<file path="src/logic/bbc_mem_pkg.sv">
`default_nettype none

package bbc_mem_pkg;

	// memory regions seen by the cpu bus
	typedef enum logic [2:0] {
		REG_CPU_RAM,
		REG_MOS_ROM,
		REG_BASIC_ROM,
		REG_SMMC_ROM,
		REG_SWRAM,
		REG_BANK_A,
		REG_UNMAPPED
	} region_t;

	localparam int STORE_AW = 19;		// byte store address width
	localparam logic SWR_PREFIX = 1'b1;	// bit 18 set for paged accesses

	// bank numbers for the built-in roms, high and low mapping
	localparam logic [3:0] ROMSEL_BASIC_HIGH = 4'd14;
	localparam logic [3:0] ROMSEL_BASIC_LOW = 4'd0;
	localparam logic [3:0] ROMSEL_SMMC_HIGH = 4'd12;
	localparam logic [3:0] ROMSEL_SMMC_LOW = 4'd2;
	localparam logic [3:0] ROMSEL_BANK_A = 4'd10;	// read back from the store

	localparam logic [7:0] OPEN_BUS = 8'hff;

	// tags mixed into the rom stand-in bytes
	localparam logic [7:0] TAG_MOS = 8'h0c;
	localparam logic [7:0] TAG_BASIC = 8'hba;
	localparam logic [7:0] TAG_SMMC = 8'h5d;

	localparam logic [11:0] REMAP_HOLD = 12'd4095;	// reset hold after a map change

	// synthetic rom content in place of the real images
	function automatic logic [7:0] rom_byte(input logic [7:0] lo, input region_t region);
		logic [7:0] tag;
		case (region)
			REG_MOS_ROM: tag = TAG_MOS;
			REG_BASIC_ROM: tag = TAG_BASIC;
			REG_SMMC_ROM: tag = TAG_SMMC;
			default: tag = 8'h00;
		endcase
		return lo ^ tag;
	endfunction

endpackage

`default_nettype wire

</file>
<file path="src/logic/bbc_reset_ctrl.sv">
`timescale 1ns/10ps
`default_nettype none

module bbc_reset_ctrl import bbc_mem_pkg::*; (
	input wire logic clk_32m,
	input wire logic reset,
	input wire logic mem_sync,
	input wire logic status_reset,
	input wire logic button_reset,
	input wire logic loader_active,
	input wire logic rom_map_low,
	output logic core_reset
);

	logic last_map;
	logic [11:0] remap_cnt;
	logic reset_src;

	// restart the hold whenever the mapping option flips
	always_ff @(posedge clk_32m) begin
		if (reset) begin
			last_map <= rom_map_low;
			remap_cnt <= REMAP_HOLD;	// hold also runs out of reset
		end else begin
			last_map <= rom_map_low;
			if (last_map != rom_map_low)
				remap_cnt <= REMAP_HOLD;
			else if (remap_cnt != 12'd0)
				remap_cnt <= remap_cnt - 12'd1;
		end
	end

	assign reset_src = status_reset || button_reset || loader_active ||
		(remap_cnt != 12'd0);

	// core reset only moves with the memory cycle
	always_ff @(posedge clk_32m) begin
		if (reset)
			core_reset <= 1'b1;
		else if (mem_sync)
			core_reset <= reset_src;
	end

endmodule

`default_nettype wire

</file>
<file path="config.mk">
export PLATFORM = sky130hd
export DESIGN_NAME = bbc_reset_ctrl
export DESIGN_NICKNAME = d
export VERILOG_FILES = /design/src/logic/bbc_mem_pkg.sv /design/src/logic/bbc_reset_ctrl.sv
export SDC_FILE = /design/constraint.sdc
export NUM_CORES = 1
export LEC_CHECK = 0
export BUFFER_PORTS_ARGS = -buffer_cell sky130_fd_sc_hd__buf_4
export CORE_MARGIN = 3
export CORE_UTILIZATION = 40
export DETAILED_ROUTE_END_ITERATION = 6
export GPL_TIMING_DRIVEN = 0
export HOLD_SLACK_MARGIN = 0.05
export PLACE_DENSITY = 0.61
export SYNTH_ARGS = -nofsm -noshare
export SYNTH_HDL_FRONTEND = slang
export SYNTH_SLANG_ARGS = --single-unit
export TNS_END_PERCENT = 50
</file>
<file path="constraint.sdc">
create_clock -name clk_32m -period 1.8 [get_ports clk_32m]
set_input_delay 0.36 -clock clk_32m [delete_from_list [all_inputs] [get_ports clk_32m]]
set_output_delay 0.36 -clock clk_32m [all_outputs]
set_load 0.005 [all_outputs]
</file>
==> metrics.csv <==
stage,metric,value,unit
sta,Slew Limit Headroom,67.3,%
cts,buffer depth of the longest clock path,2,
layout,P&R area growth vs syn,16.0,%
cts,"Reg clk slew, reported paths",0.08,ns
global_routing,GRT overflow,0,
routing,vias per inst,5.29,
sta,actual slew at the worst max-slew pin,0.486,ns
cts,root buf cell,clkbuf_4,
floorplan,Ports,8,
cts,H-tree depth,1,
logic_synthesis,Netlist Area Pre-Place,672,sq um
power,PwrDens,665,mW/mm^2
sta,fin crit period,1.69,ns
layout,share of layout cells above drive strength 1,22.6,%
layout,fill cell count,152,
worst_hold_path,Worst Hold Class,input port to flop,
sta,Fmax,591,MHz
routing,highest routing layer actually used,met4,
floorplan,die width,47.0,um
floorplan,total die area,0.00221,sq mm
placed_design,placed cells,96,
placed_design,Port Buffers,7,
logic_synthesis,Synth Register Bits,14,
routing,met3 routed WL,39,um
logic_synthesis,number of synthesized flops with an enable pin,0,
floorplan,Die H,47.0,um
flow_run,Max-Cap Viols,0,
floorplan,initial core utilization,43.6,%
routing,WL met2,578,um
sta,skew final,0.00349,ns
routing,drt wl/cell,12.8,um
layout,register area,280,sq um
cts,CTS tree,done,
run_status,result of the run,finished clean,
setup_path,critical path class,flop to flop,
setup_path,CP Max Fanout,6,
sta,RSZ-0062 raised after global routing,false,
floorplan,core box area,0.00154,sq mm
layout,fin cells,100,
global_routing,vias in the first global route,493,
sta,"Hold Violations, Final",0,
placed_design,RePlAce Congestion,0.727,
routing,DRC viols,0,
layout,nets@finish,95,
global_routing,initial antenna violation count,0,
logic_synthesis,Cells after Synth,73,
logic_synthesis,Syn Nets,82,
logic_synthesis,mean area per synthesized cell,9.20,sq um
cts,worst-skew pair later-pin latency,0.27,ns
cts,CTS Buf Count,3,
logic_synthesis,dominant synthesized flop cell,dfxtp_1,
sta,Slew Limit Fails,0,
layout,area of the multi-input gates,377,sq um
global_routing,Total GRT Usage,14.5,%
routing,M1 wire length,642,um
global_routing,first-pass GRT wire length,2150,um
global_routing,largest net degree at the start of global routing,11,
setup_path,CP Capture Type,flop,
floorplan,row count,14,
sta,fin crit share,94.0,%
power,power consumption,518,uW
routing,1st-iter DRT viols,8,
routing,WL final,1280,um
setup_path,Crit path required time,2.01,ns
layout,ant diodes,0,
setup_path,Worst EP arrival,1.90,ns
routing,antenna-violating nets left,0,
power,Worst VDD drop,0.444,mV
logic_synthesis,Synth cell types,34,
setup_path,crit start category,flop,
logic_synthesis,ys async rst share,0,%
logic_synthesis,Synth Warn #,0,
cts,CTS Sinks,14,
power,Leak,0.312,nW
routing,total number of vias,529,
placed_design,Post-DP HPWL,916,um
routing,First-pass DRT Iterations,3,
sta,final-report setup violation count,0,
logic_synthesis,register area share after synthesis,41.7,%
[layout make-up]
cell class | instances | share of cell area [%]
Sequential cell | 14 | 36.0
Multi-Input combinational cell | 54 | 48.3
Timing Repair Buffer | 8 | 7.70
Clock buffer | 3 | 2.89
Buffer | 2 | 1.12
Tap cell | 16 | 2.57
Inverter | 3 | 1.44
[cell usage after synthesis, types with 2 or more instances]
library cell	instances	area, sq um
xor2_1	4	35.0
nor2_1	5	18.8
ha_1	2	25.0
o21ai_0	3	15.0
o21ai_1	3	15.0
nand3_1	6	30.0
xnor2_1	2	17.5
nand2_1	7	26.3
inv_1	3	11.3
dfxtp_1	14	280
[path summary, 6_finish.rpt]
path,startpoint,end,slack (ns),cells after the start
worst max-delay path,remap_cnt[0]$_SDFFE_PP1P_,remap_cnt[7]$_SDFFE_PP1P_,0.11,7
worst min-delay path,rom_map_low,last_map$_DFF_P_,0.20,1
worst max register to register,remap_cnt[0]$_SDFFE_PP1P_,remap_cnt[7]$_SDFFE_PP1P_,0.11,7
worst min register to register,core_reset$_SDFFE_PP1P_,core_reset$_SDFFE_PP1P_,0.50,2
[flip-flops by register name, indices dropped and copies added, names as in the netlist]
name,flops
remap_cnt,12
last_map,1
core_reset,1
[layout by cell type (no fill, tap or decap)]
cell type   n
nand3b_1    1
o211ai_1    1
dfxtp_1    14
nor2_1      5
nand2_1     7
o31ai_1     1
nor3_2      1
a311oi_2    1
nor4_1      1
o22ai_1     1
o21ai_1     3
xnor2_1     2
a211o_1     1
nand3_1     6
o21ai_0     3
xor2_1      4
or3_1       1
and2_1      1
buf_4       8
nand2b_1    1
nand4b_1    1
and4_1      1
ha_1        2
clkbuf_4    3
a31o_1      1
inv_1       3
buf_2       1
clkbuf_1    1
nor3b_2     2
and3_1      1
a21oi_1     1
nand4_1     1
or4_4       1
or4b_2      1
nor3_4      1
[metal layers]
metal	vias to the layer above	global-route usage, %
li1	285	-
met1	237	18.4
met4	0	4.97
met2	5	21.4
met3	2	6.90
met5	-	0
[power by group]
group	internal [mW]	switching (mW)	leakage [nW]
Clock	0.0774	0.0916	0.0138
Combinational	0.0166	0.0146	0.185
Sequential	0.314	0.00438	0.114
Total	0.408	0.111	0.312
[what timing repair did]
action | CTS | global route
pin swaps | 0 | 1
endpoints found under the setup margin | 4 | 3
hold buffers | 0 | 0
setup buffers | 0 | 1
gates cloned | 0 | 0
gates resized for setup | 1 | 0
[critical path, cell delays in order (launching register included)]
cell     delay, ns
dfxtp_1       0.38
inv_1         0.10
ha_1          0.20
nor3b_2       0.18
and4_1        0.18
buf_2         0.16
or3_1         0.35
nand3_1       0.08
[logic make-up (layout without fill, tap and decap cells)]
| kind of cell | count (synthesis) | count (layout) | synth area share (%) |
|---|---|---|---|
| AOI/OAI and AO/OA | 13 | 13 | 13.2 |
| xor gates and xnor gates | 6 | 6 | 7.82 |
| adders and majority gates | 2 | 2 | 3.72 |
| and+or+nand+nor | 33 | 33 | 30.5 |
| buffers and inverters | 5 | 16 | 2.98 |
| DFF | 14 | 14 | 41.7 |
[per-stage QoR]
stage / TNS [ns] / setup WS (ns) / utilization, % / hold WS [ns] / cell area (sq um)
6_report: 0 / 0.108 / 50.6 / 0.199 / 779
5_1_grt: 0 / 0.00521 / 50.6 / 0.171 / 779
4_1_cts: 0 / 0.123 / 50.1 / 0.188 / 772
3_5_place_dp: -0.0464 / -0.0287 / 48.3 / 0.481 / 744
3_3_place_gp: -0.0392 / -0.0227 / 48.3 / 0.478 / 744
2_1_floorplan: 0 / 0.250 / - / 0.388 / 672
No activity file was read; power rests on OpenSTA's default activity.
