$ cat src/logic/bbc_mem_pkg.sv
`default_nettype none

package bbc_mem_pkg;

	// memory regions seen by the cpu bus
	typedef enum logic [2:0] {
		REG_CPU_RAM,
		REG_MOS_ROM,
		REG_BASIC_ROM,
		REG_SMMC_ROM,
		REG_SWRAM,
		REG_BANK_A,
		REG_UNMAPPED
	} region_t;

	localparam int STORE_AW = 19;		// byte store address width
	localparam logic SWR_PREFIX = 1'b1;	// bit 18 set for paged accesses

	// bank numbers for the built-in roms, high and low mapping
	localparam logic [3:0] ROMSEL_BASIC_HIGH = 4'd14;
	localparam logic [3:0] ROMSEL_BASIC_LOW = 4'd0;
	localparam logic [3:0] ROMSEL_SMMC_HIGH = 4'd12;
	localparam logic [3:0] ROMSEL_SMMC_LOW = 4'd2;
	localparam logic [3:0] ROMSEL_BANK_A = 4'd10;	// read back from the store

	localparam logic [7:0] OPEN_BUS = 8'hff;

	// tags mixed into the rom stand-in bytes
	localparam logic [7:0] TAG_MOS = 8'h0c;
	localparam logic [7:0] TAG_BASIC = 8'hba;
	localparam logic [7:0] TAG_SMMC = 8'h5d;

	localparam logic [11:0] REMAP_HOLD = 12'd4095;	// reset hold after a map change

	// synthetic rom content in place of the real images
	function automatic logic [7:0] rom_byte(input logic [7:0] lo, input region_t region);
		logic [7:0] tag;
		case (region)
			REG_MOS_ROM: tag = TAG_MOS;
			REG_BASIC_ROM: tag = TAG_BASIC;
			REG_SMMC_ROM: tag = TAG_SMMC;
			default: tag = 8'h00;
		endcase
		return lo ^ tag;
	endfunction

endpackage

`default_nettype wire

$ cat src/logic/bbc_addr_decode.sv
`timescale 1ns/10ps
`default_nettype none

module bbc_addr_decode import bbc_mem_pkg::*; (
	input wire logic clk_32m,
	input wire logic reset,
	input wire logic mem_req,
	input wire logic mem_we,
	input wire logic rom_map_low,
	input wire logic [15:0] mem_adr,
	input wire logic [3:0] mem_romsel,
	input wire logic [7:0] mem_do,
	input wire logic loader_active,
	output logic s1_valid,
	output logic s1_we,
	output region_t s1_region,
	output logic [STORE_AW-1:0] s1_store_adr,
	output logic [7:0] s1_data,
	output logic [7:0] s1_lo
);

	region_t region;
	logic [3:0] basic_bank;
	logic [3:0] smmc_bank;
	logic writable;
	logic [STORE_AW-1:0] store_adr;

	// bank numbers move with the mapping option
	assign basic_bank = rom_map_low ? ROMSEL_BASIC_LOW : ROMSEL_BASIC_HIGH;
	assign smmc_bank = rom_map_low ? ROMSEL_SMMC_LOW : ROMSEL_SMMC_HIGH;

	always_comb begin
		if (!mem_adr[15])
			region = REG_CPU_RAM;
		else if (mem_adr[14])
			region = REG_MOS_ROM;
		else if (mem_romsel == basic_bank)
			region = REG_BASIC_ROM;
		else if (mem_romsel == smmc_bank)
			region = REG_SMMC_ROM;
		else if (mem_romsel == ROMSEL_BANK_A)
			region = REG_BANK_A;
		else if (mem_romsel[3:2] == 2'b01)	// banks 4 to 7
			region = REG_SWRAM;
		else
			region = REG_UNMAPPED;
	end

	assign writable = (region == REG_CPU_RAM) || (region == REG_SWRAM);

	// paged accesses land above main ram, one 16k slot per bank
	assign store_adr = (region == REG_CPU_RAM) ?
		{{(STORE_AW-16){1'b0}}, mem_adr} :
		{SWR_PREFIX, mem_romsel, mem_adr[13:0]};

	always_ff @(posedge clk_32m) begin
		if (reset) begin
			s1_valid <= 1'b0;
			s1_we <= 1'b0;
		end else begin
			// a write that cannot land has nothing left to do
			s1_valid <= mem_req && !loader_active && (!mem_we || writable);
			s1_we <= mem_req && !loader_active && mem_we && writable;
		end
	end

	always_ff @(posedge clk_32m) begin
		s1_region <= region;
		s1_store_adr <= store_adr;
		s1_data <= mem_do;
		s1_lo <= mem_adr[7:0];
	end

endmodule

`default_nettype wire

$ cat config.mk
export PLATFORM = sky130hd
export DESIGN_NAME = bbc_addr_decode
export DESIGN_NICKNAME = d
export VERILOG_FILES = /design/src/logic/bbc_mem_pkg.sv /design/src/logic/bbc_addr_decode.sv
export SDC_FILE = /design/constraint.sdc
export NUM_CORES = 1
export LEC_CHECK = 0
export ABC_CLOCK_PERIOD_IN_PS = 2370
export BUFFER_PORTS_ARGS = -buffer_cell sky130_fd_sc_hd__buf_4
export CAP_MARGIN = 30
export CORE_UTILIZATION = 39
export DETAILED_ROUTE_END_ITERATION = 16
export GPL_ROUTABILITY_DRIVEN = 0
export GPL_TIMING_DRIVEN = 1
export PLACE_DENSITY = 0.81
export SYNTH_ARGS = -nofsm -noshare
export SYNTH_HDL_FRONTEND = slang
export SYNTH_SLANG_ARGS = --single-unit
$ cat constraint.sdc
create_clock -name clk_32m -period 2.37 [get_ports clk_32m]
set_clock_uncertainty 0.15 [all_clocks]
set_input_delay 0.474 -clock clk_32m [delete_from_list [all_inputs] [get_ports clk_32m]]
set_output_delay 0.474 -clock clk_32m [all_outputs]
set_load 0.03 [all_outputs]
==> results_dict.tcl <==
set metrics [dict create \
    outcome "complete, no violations" \
    cap_viol_max_count 0 \
    internal-power_uw 797.8 \
    grt_pass1_wl_um 2773 \
    numCtsBuffers 5 \
    netlist_area_sq_um 880.8 \
    final_area_sq_um 1454 \
    synth_common_cells "dfxtp_1, buf_4, nor2_1" \
    drtPass1Iterations 4 \
    tns_ns 0 \
    min_path_type "in2reg" \
    end_kind "primary output" \
    ys.flop_type "dfxtp_1" \
    peakVddDrop_v 0.0004329 \
    fin_crit_ns 1.442 \
    clock_path_buffers 2 \
    cts_setup_buffers 0 \
    p_per_area_nw_per_um2 743.0 \
    placed_area_sq_um 1393 \
    cp_cell_sequence "buf_4" \
    coreArea_sq_um 2042 \
    power.share.switching 0.2615 \
    hold_slack_ns 0.1046 \
    setup_viol 0 \
    dp_hpwl_um 1441 \
    hold_start "mem_adr[2]" \
    synth_seq_cells 32 \
    fmax_mhz 693.5 \
    die_area_sq_um 2453 \
    wl_um 1789 \
    vias_per_cell 4.271 \
    drc 0 \
    synthCells 67 \
    synthAdderAreaFrac 0 \
    cts_sinks 32 \
    critPathBufInv 1 \
    p_switching_uw 282.5 \
    fin_crit_sh 0.6085 \
    synth_compound_area_frac 0.04688 \
    die_x_um 49.53 \
    ys_seq_area_frac 0.7273 \
    io_buffers 73 \
    synth_top_family_by_area "simple AND/OR/NAND/NOR gates" \
    path_class "reg2out" \
    min_to "s1_lo[2]" \
    p_comb_frac 0.182 \
    syn_nets 101 \
    fin_util 0.7120 \
    grt_max_degree 11 \
    tightest_slew_ns 0.2184 \
    synth_edf_count 0 \
    cp_top_family "flip-flops" \
    fp.dieH_um 49.53 \
    track_usage 0.1573 \
    synth-xor-area-share 0 \
    cts_tree "done" \
    async_flop_share 0 \
    io_pins 74 \
    cts.clk_slew.worst_paths_ns 0.09 \
    htreeDepth 2 \
    cp_slowest_cell "dfxtp_1" \
    seqPwrFrac 0.533 \
    syn_area_per_cell_sq_um 13.15 \
    syn_to_final_growth_pct 65.06 \
    first_global_vias 643 \
    initial_utilization 0.4314 \
    grt_antenna_before_repair 0 \
    drtAntennaViolNets 0 \
    path_max_fanout 1 \
    synth_area_leader_cell "dfxtp_1" \
    crit_path_start_kind "register" \
    synth_top_area_share 0.7273 \
    slew_headroom 0.8523 \
    netlist_top_cells_area "dfxtp_1, buf_4, and2_2" \
    rsz0062_at_grt "false" \
    power.clock.fraction 0.285 \
    hold_depth 1 \
    muxShareOfSynthArea 0.01278 \
    drt_iter0_markers 6 \
    rows 16 \
    finalHoldViolCount 0 \
    cts_resized 0 \
    synthSimpleGateAreaFrac 0.1335 \
    critPathRequiredTime_ns 1.75 \
    diodes 0 \
    yosysUniqueCellTypes 19 \
    critPathArrivalTime_ns 0.82 \
    final_layout_size_suffix_gt1_frac 0.6259 \
    max_stage_delay_ns 0.34 \
    synth_warnings 0 \
    num-fill-cells 160 \
    final_nets 172 \
    maxSlewViolCount 0 \
    grt_overflow_total 0 \
    cts_hold_buf 0 \
    leakage_uw 0.0007238 \
    synth_most_common_cell "dfxtp_1" \
    route.vias.total 709 \
    routedWlPerCell_um 10.78 \
    cts_root_buffer "clkbuf_4" \
]
## final cells by class
cell class	count	area [sq um]	area share
Sequential cell	32	640.6	0.4406
Timing Repair Buffer	73	548.0	0.3769
Multi-Input combinational cell	26	170.2	0.1170
Clock buffer	6	51.30	0.03528
Tap cell	27	33.78	0.02324
Clock inverter	2	10.01	0.006885
## worst max path at each step
stage | to | cells past startpoint | slack (ns) | start
2_1_floorplan | s1_valid | 4 | 0.92 | mem_romsel[0]
3_3_place_gp | s1_valid | 5 | 0.76 | mem_romsel[0]
3_5_place_dp | s1_valid | 5 | 0.73 | mem_romsel[0]
4_1_cts | s1_lo[4] | 1 | 0.90 | s1_store_adr[4]
5_1_grt | s1_store_adr[6] | 1 | 0.87 | s1_lo[6]
6_report | s1_data[6] | 1 | 0.93 | s1_data[6]
## registers in the layout, indices dropped and copies added, names as in the netlist
name          count
s1_region         3
s1_store_adr     14
s1_data           8
s1_lo             5
s1_we             1
s1_valid          1
## placed cells by master (no fill, tap or decap)
cell and instances:
and2_2 3, or2b_1 1, a21o_2 1, clkbuf_8 1
o32a_1 1, o21ai_1 2, a21oi_1 1, and3_4 1
buf_4 73, clkinv_2 2, nand2b_1 2, dfxtp_1 32
nand2_1 3, nor2_1 5, nor4b_1 1, clkbuf_4 5
mux2_2 1, nand4bb_1 1, o21a_1 1, or3_1 1
and2b_1 1
## cells by family after synthesis
group | Yosys count
flops | 32
buf+inv | 9
compound gates | 6
simple gates | 19
mux | 1
## power groups by stage
stage               Sequential (uW)  Clock [uW]  Combinational, uW
floorplan                       648           0               43.0
global placement                588           0                196
detailed placement              589           0                198
CTS                             577         322                198
global route                    580         345                206
finish                          576         308                197
## routing by layer
layer	track usage	wire, um
met5	0	0
met1	0.1641	697
met2	0.2410	816
met3	0.1080	255
met4	0.07143	19
## metrics by stage
stage | power, uW | cells | setup slack, ns
floorplan | 691.5 | 67 | 0.9159
global placement | 783.6 | 158 | 0.7628
detailed placement | 787.1 | 158 | 0.7294
CTS | 1097 | 166 | 0.9040
global route | 1131 | 166 | 0.8684
finish | 1080 | 166 | 0.9280
Power figures use the tool's default switching activity.
