### src/logic/bbc_mem_pkg.sv
`default_nettype none

package bbc_mem_pkg;

	// memory regions seen by the cpu bus
	typedef enum logic [2:0] {
		REG_CPU_RAM,
		REG_MOS_ROM,
		REG_BASIC_ROM,
		REG_SMMC_ROM,
		REG_SWRAM,
		REG_BANK_A,
		REG_UNMAPPED
	} region_t;

	localparam int STORE_AW = 19;		// byte store address width
	localparam logic SWR_PREFIX = 1'b1;	// bit 18 set for paged accesses

	// bank numbers for the built-in roms, high and low mapping
	localparam logic [3:0] ROMSEL_BASIC_HIGH = 4'd14;
	localparam logic [3:0] ROMSEL_BASIC_LOW = 4'd0;
	localparam logic [3:0] ROMSEL_SMMC_HIGH = 4'd12;
	localparam logic [3:0] ROMSEL_SMMC_LOW = 4'd2;
	localparam logic [3:0] ROMSEL_BANK_A = 4'd10;	// read back from the store

	localparam logic [7:0] OPEN_BUS = 8'hff;

	// tags mixed into the rom stand-in bytes
	localparam logic [7:0] TAG_MOS = 8'h0c;
	localparam logic [7:0] TAG_BASIC = 8'hba;
	localparam logic [7:0] TAG_SMMC = 8'h5d;

	localparam logic [11:0] REMAP_HOLD = 12'd4095;	// reset hold after a map change

	// synthetic rom content in place of the real images
	function automatic logic [7:0] rom_byte(input logic [7:0] lo, input region_t region);
		logic [7:0] tag;
		case (region)
			REG_MOS_ROM: tag = TAG_MOS;
			REG_BASIC_ROM: tag = TAG_BASIC;
			REG_SMMC_ROM: tag = TAG_SMMC;
			default: tag = 8'h00;
		endcase
		return lo ^ tag;
	endfunction

endpackage

`default_nettype wire

### src/logic/bbc_read_select.sv
`timescale 1ns/10ps
`default_nettype none

module bbc_read_select import bbc_mem_pkg::*; (
	input wire logic clk_32m,
	input wire logic reset,
	input wire logic s2_valid,
	input wire logic s2_we,
	input wire region_t s2_region,
	input wire logic [7:0] s2_rd,
	input wire logic [7:0] s2_lo,
	output logic rd_valid,
	output logic [7:0] rd_data
);

	logic [7:0] sel_byte;
	logic is_read;

	assign is_read = s2_valid && !s2_we;

	always_comb begin
		case (s2_region)
			REG_MOS_ROM,
			REG_BASIC_ROM,
			REG_SMMC_ROM: sel_byte = rom_byte(s2_lo, s2_region);
			REG_CPU_RAM,
			REG_SWRAM,
			REG_BANK_A: sel_byte = s2_rd;
			default: sel_byte = OPEN_BUS;	// nothing drives the bus
		endcase
	end

	always_ff @(posedge clk_32m) begin
		if (reset)
			rd_valid <= 1'b0;
		else
			rd_valid <= is_read;
	end

	// data holds between reads
	always_ff @(posedge clk_32m) begin
		if (is_read)
			rd_data <= sel_byte;
	end

endmodule

`default_nettype wire

### config.mk
export PLATFORM = sky130hd
export DESIGN_NAME = bbc_read_select
export DESIGN_NICKNAME = d
export VERILOG_FILES = /design/src/logic/bbc_mem_pkg.sv /design/src/logic/bbc_read_select.sv
export SDC_FILE = /design/constraint.sdc
export NUM_CORES = 1
export LEC_CHECK = 0
export BUFFER_PORTS_ARGS = -buffer_cell sky130_fd_sc_hd__buf_2
export CAP_MARGIN = 20
export CORE_AREA = 4 4 41 43
export CTS_BUF_LIST = sky130_fd_sc_hd__clkbuf_8
export CTS_CLUSTER_DIAMETER = 40
export DETAILED_ROUTE_END_ITERATION = 7
export DIE_AREA = 0 0 45 47
export PLACE_DENSITY = 0.71
export SLEW_MARGIN = 5
export SYNTH_ARGS = -nofsm -noshare
export SYNTH_HDL_FRONTEND = slang
export SYNTH_SLANG_ARGS = --single-unit
### constraint.sdc
create_clock -name clk_32m -period 1.2 [get_ports clk_32m]
set_clock_uncertainty 0.2 [all_clocks]
set_input_delay 0.06 -clock clk_32m [delete_from_list [all_inputs] [get_ports clk_32m]]
set_output_delay 0.06 -clock clk_32m [all_outputs]
set_load 0.01 [all_outputs]
==> impl_metrics.prom <==
# TYPE chip_impl_metric gauge
chip_impl_metric{name="switching_share",unit=""} 0.216
chip_impl_metric{name="rows",unit=""} 13
chip_impl_metric{name="fin_tns_setup",unit="ns"} 0
chip_impl_metric{name="cp_data_arrival_time",unit="ns"} 0.91
chip_impl_metric{name="total_power",unit="uW"} 887
chip_impl_metric{name="layout.nets",unit=""} 106
chip_impl_info{name="root_buffer",value="sky130_fd_sc_hd__clkbuf_8"} 1
chip_impl_metric{name="syn_to_final_growth",unit="%"} 63.1
chip_impl_info{name="synth_area_leaders",value="sky130_fd_sc_hd__edfxtp_1 49%, sky130_fd_sc_hd__o22a_1 13%, sky130_fd_sc_hd__mux2i_1 8.2%"} 1
chip_impl_metric{name="avgViaCountPerCell",unit=""} 4.91
chip_impl_metric{name="ioPinCount",unit=""} 32
chip_impl_metric{name="horizontal_die_dimension",unit="um"} 45
chip_impl_metric{name="ys_seq_area_frac",unit=""} 0.533
chip_impl_info{name="synthTopCellsByCount",value="8 x sky130_fd_sc_hd__edfxtp_1, 7 x sky130_fd_sc_hd__o22a_1, 4 x sky130_fd_sc_hd__mux2i_1"} 1
chip_impl_metric{name="clkTransAtPathRegs",unit="ns"} 0.04
chip_impl_info{name="critical_path.endpoint_type",value="register"} 1
chip_impl_metric{name="globalplace.congestion",unit=""} 0.724
chip_impl_metric{name="chipHeight",unit="um"} 47
chip_impl_metric{name="floorplan.die_area",unit="um2"} 2120
chip_impl_metric{name="layout_worst_path_cycle_share",unit=""} 0.950
chip_impl_metric{name="cts-resized-gates",unit=""} 0
chip_impl_metric{name="share_clk_of_total_power",unit=""} 0.375
chip_impl_info{name="clock_tree_from_tritoncts",value="built"} 1
chip_impl_metric{name="overflow",unit=""} 0
chip_impl_metric{name="max_slew.worst_pin.slew",unit="ns"} 0.170
chip_impl_info{name="synth_top_flop_cell",value="sky130_fd_sc_hd__edfxtp_1"} 1
chip_impl_metric{name="ys_types",unit=""} 16
chip_impl_metric{name="power.net_switching",unit="uW"} 191
chip_impl_metric{name="timing.critical_path.fanout_max",unit=""} 1
chip_impl_metric{name="netlist.area_leader.share",unit=""} 0.492
chip_impl_metric{name="grt_first_pass_wirelength",unit="um"} 1760
chip_impl_metric{name="dp_hpwl",unit="um"} 870
chip_impl_metric{name="wl_per_cell",unit="um"} 12.1
chip_impl_metric{name="detail_route.first_pass.iterations",unit=""} 4
chip_impl_metric{name="maximum_number_of_pins_on_one_net_before_global_route_repair",unit=""} 10
chip_impl_metric{name="syn_area",unit="um2"} 488
chip_impl_metric{name="floorplan.initialDensity",unit=""} 0.375
chip_impl_info{name="unrepaired_setup_endpoints_after_global_routing",value="no"} 1
chip_impl_metric{name="pwr_density",unit="nW/um2"} 1110
chip_impl_metric{name="drive_above_1_share",unit=""} 0.463
chip_impl_metric{name="drc_viols",unit=""} 0
chip_impl_metric{name="report.final.setup_viol",unit=""} 0
chip_impl_info{name="cp-start-kind",value="input port"} 1
chip_impl_metric{name="count_of_endpoints_failing_hold_in_the_final_timing_report",unit=""} 0
chip_impl_metric{name="initial_antenna_violation_count",unit=""} 0
chip_impl_metric{name="detailroute.via_count",unit=""} 476
chip_impl_info{name="yosysTopAreaCell",value="sky130_fd_sc_hd__edfxtp_1"} 1
chip_impl_metric{name="power.combinational.fraction",unit=""} 0.203
chip_impl_metric{name="synth_cells",unit=""} 38
chip_impl_metric{name="finalWorstPathRequiredPeriod",unit="ns"} 1.14
chip_impl_metric{name="max-cap-violations",unit=""} 0
chip_impl_metric{name="share_seq_of_total_power",unit=""} 0.422
chip_impl_metric{name="postSynthAreaPerCell",unit="um2"} 12.8
chip_impl_metric{name="h_tree_levels",unit=""} 1
chip_impl_metric{name="max_clock_freq",unit="MHz"} 877
chip_impl_info{name="post-synth-top-count-cell",value="sky130_fd_sc_hd__edfxtp_1"} 1
chip_impl_metric{name="synth_enable_flop_cells",unit=""} 8
chip_impl_metric{name="static-leakage-power",unit="uW"} 0.000365
chip_impl_metric{name="synth_net_count",unit=""} 61
chip_impl_metric{name="power.internal",unit="uW"} 696
chip_impl_metric{name="clock_sink_count",unit=""} 9
chip_impl_metric{name="groute.usage.overall",unit=""} 0.118
chip_impl_metric{name="io_buffers",unit=""} 31
chip_impl_info{name="outcome",value="completed"} 1
chip_impl_info{name="crit_type",value="input port to register"} 1
chip_impl_metric{name="ys_async_sr_fraction",unit=""} 0
chip_impl_metric{name="antenna_violating_nets_left",unit=""} 0
chip_impl_metric{name="drt_first_iter_violations",unit=""} 12
chip_impl_metric{name="clock_tree.buffer_depth",unit=""} 2
chip_impl_metric{name="yosys_register_bits",unit=""} 9
chip_impl_metric{name="critPathRequiredTime",unit="ns"} 0.97
chip_impl_metric{name="fin_max_slew_vios",unit=""} 0
chip_impl_metric{name="timing.slew.headroom",unit=""} 0.884
chip_impl_metric{name="detail_route.wirelength",unit="um"} 1170
chip_impl_metric{name="worst_ir_drop_vdd",unit="mV"} 0.513
chip_impl_metric{name="first_global_vias",unit=""} 434
chip_impl_metric{name="fp.coreArea",unit="um2"} 1300
chip_impl_info{name="worstHoldPathType",value="input port to register"} 1
chip_impl_metric{name="yosys_warning_total",unit=""} 0
chip_impl_metric{name="tritoncts.num_buffers",unit=""} 3
chip_impl_metric{name="antenna-diode-count",unit=""} 0
path summary, 6_finish.rpt:
check | slack (ns) | startpoint | cells past startpoint | endpoint
min | 0.05 | s2_lo[3] | 3 | rd_data[3]$_DFFE_PP_
max | 0.06 | s2_rd[7] | 3 | rd_data[7]$_DFFE_PP_
per-layer routing:
metal	up-vias	GRT usage	routed length (um)
li1	234	-	-
met1	224	0.129	465
met2	16	0.206	613
met3	2	0.00766	72
met4	0	0.105	19
met5	-	0	0
worst max-delay path, cell delays in order:
cell	delay [ns]
sky130_fd_sc_hd__dlygate4sd3_1	0.53
sky130_fd_sc_hd__buf_2	0.12
sky130_fd_sc_hd__o22a_1	0.21
through the flow:
| stage | hold WS (ns) | cell area (um2) | instances | setup WS [ns] | utilization |
|---|---|---|---|---|---|
| global placement | 0.0156 | 661 | 84 | 0.0203 | 0.508 |
| floorplan | -0.0684 | 488 | 38 | 0.111 | - |
| detailed placement | 0.0198 | 661 | 84 | 0.00704 | 0.508 |
| CTS | 0.0499 | 796 | 97 | 0.0629 | 0.612 |
| finish | 0.0495 | 796 | 97 | 0.0596 | 0.612 |
| global route | 0.0830 | 796 | 97 | 0.0305 | 0.612 |
cells by family after synthesis:
kind of cell              synth area share
AOI/OAI and AO/OA                    0.205
xor gates and xnor gates            0.0359
DFF                                  0.533
muxes                               0.0821
buffers and inverters               0.0564
and+or+nand+nor                     0.0872
cell usage in the layout (no fill, tap or decap):
cell type and count:
sky130_fd_sc_hd__dfxtp_1 1, sky130_fd_sc_hd__edfxtp_1 8, sky130_fd_sc_hd__nor3b_1 3, sky130_fd_sc_hd__mux2i_1 4, sky130_fd_sc_hd__clkbuf_8 3, sky130_fd_sc_hd__buf_4 3
sky130_fd_sc_hd__nor2b_1 2, sky130_fd_sc_hd__buf_2 31, sky130_fd_sc_hd__a21oi_1 3, sky130_fd_sc_hd__dlygate4sd3_1 9, sky130_fd_sc_hd__inv_1 2, sky130_fd_sc_hd__a21o_2 1
sky130_fd_sc_hd__o211ai_1 1, sky130_fd_sc_hd__and2b_1 1, sky130_fd_sc_hd__o21a_1 1, sky130_fd_sc_hd__xnor2_1 2, sky130_fd_sc_hd__o22a_1 7
power groups by stage:
stage | sequential [uW] | clock (uW) | combinational [uW]
after floorplan | 394 | 0 | 74.4
after global placement | 380 | 0 | 156
after detailed placement | 380 | 0 | 157
after CTS | 375 | 337 | 181
after global routing | 375 | 359 | 199
final | 374 | 333 | 180
registers in the layout, summed over array words and instances (netlist names):
name,cells
rd_data,8
rd_valid,1
repair_timing:
item | in CTS | in global routing
hold buffers | 9 | 0
setup buffers | 0 | 0
hold endpoints to repair | 9 | 0
layout make-up:
cell class | count | area (um2)
well taps | 15 | 18.8
fillers | 119 | 505
clock buffers | 3 | 41.3
clock inverters | 1 | 3.75
flip-flops and latches | 9 | 260
inverters | 1 | 3.75
multi-input cells | 25 | 200
repair buffers | 43 | 268
Power figures use the tool's default switching activity.
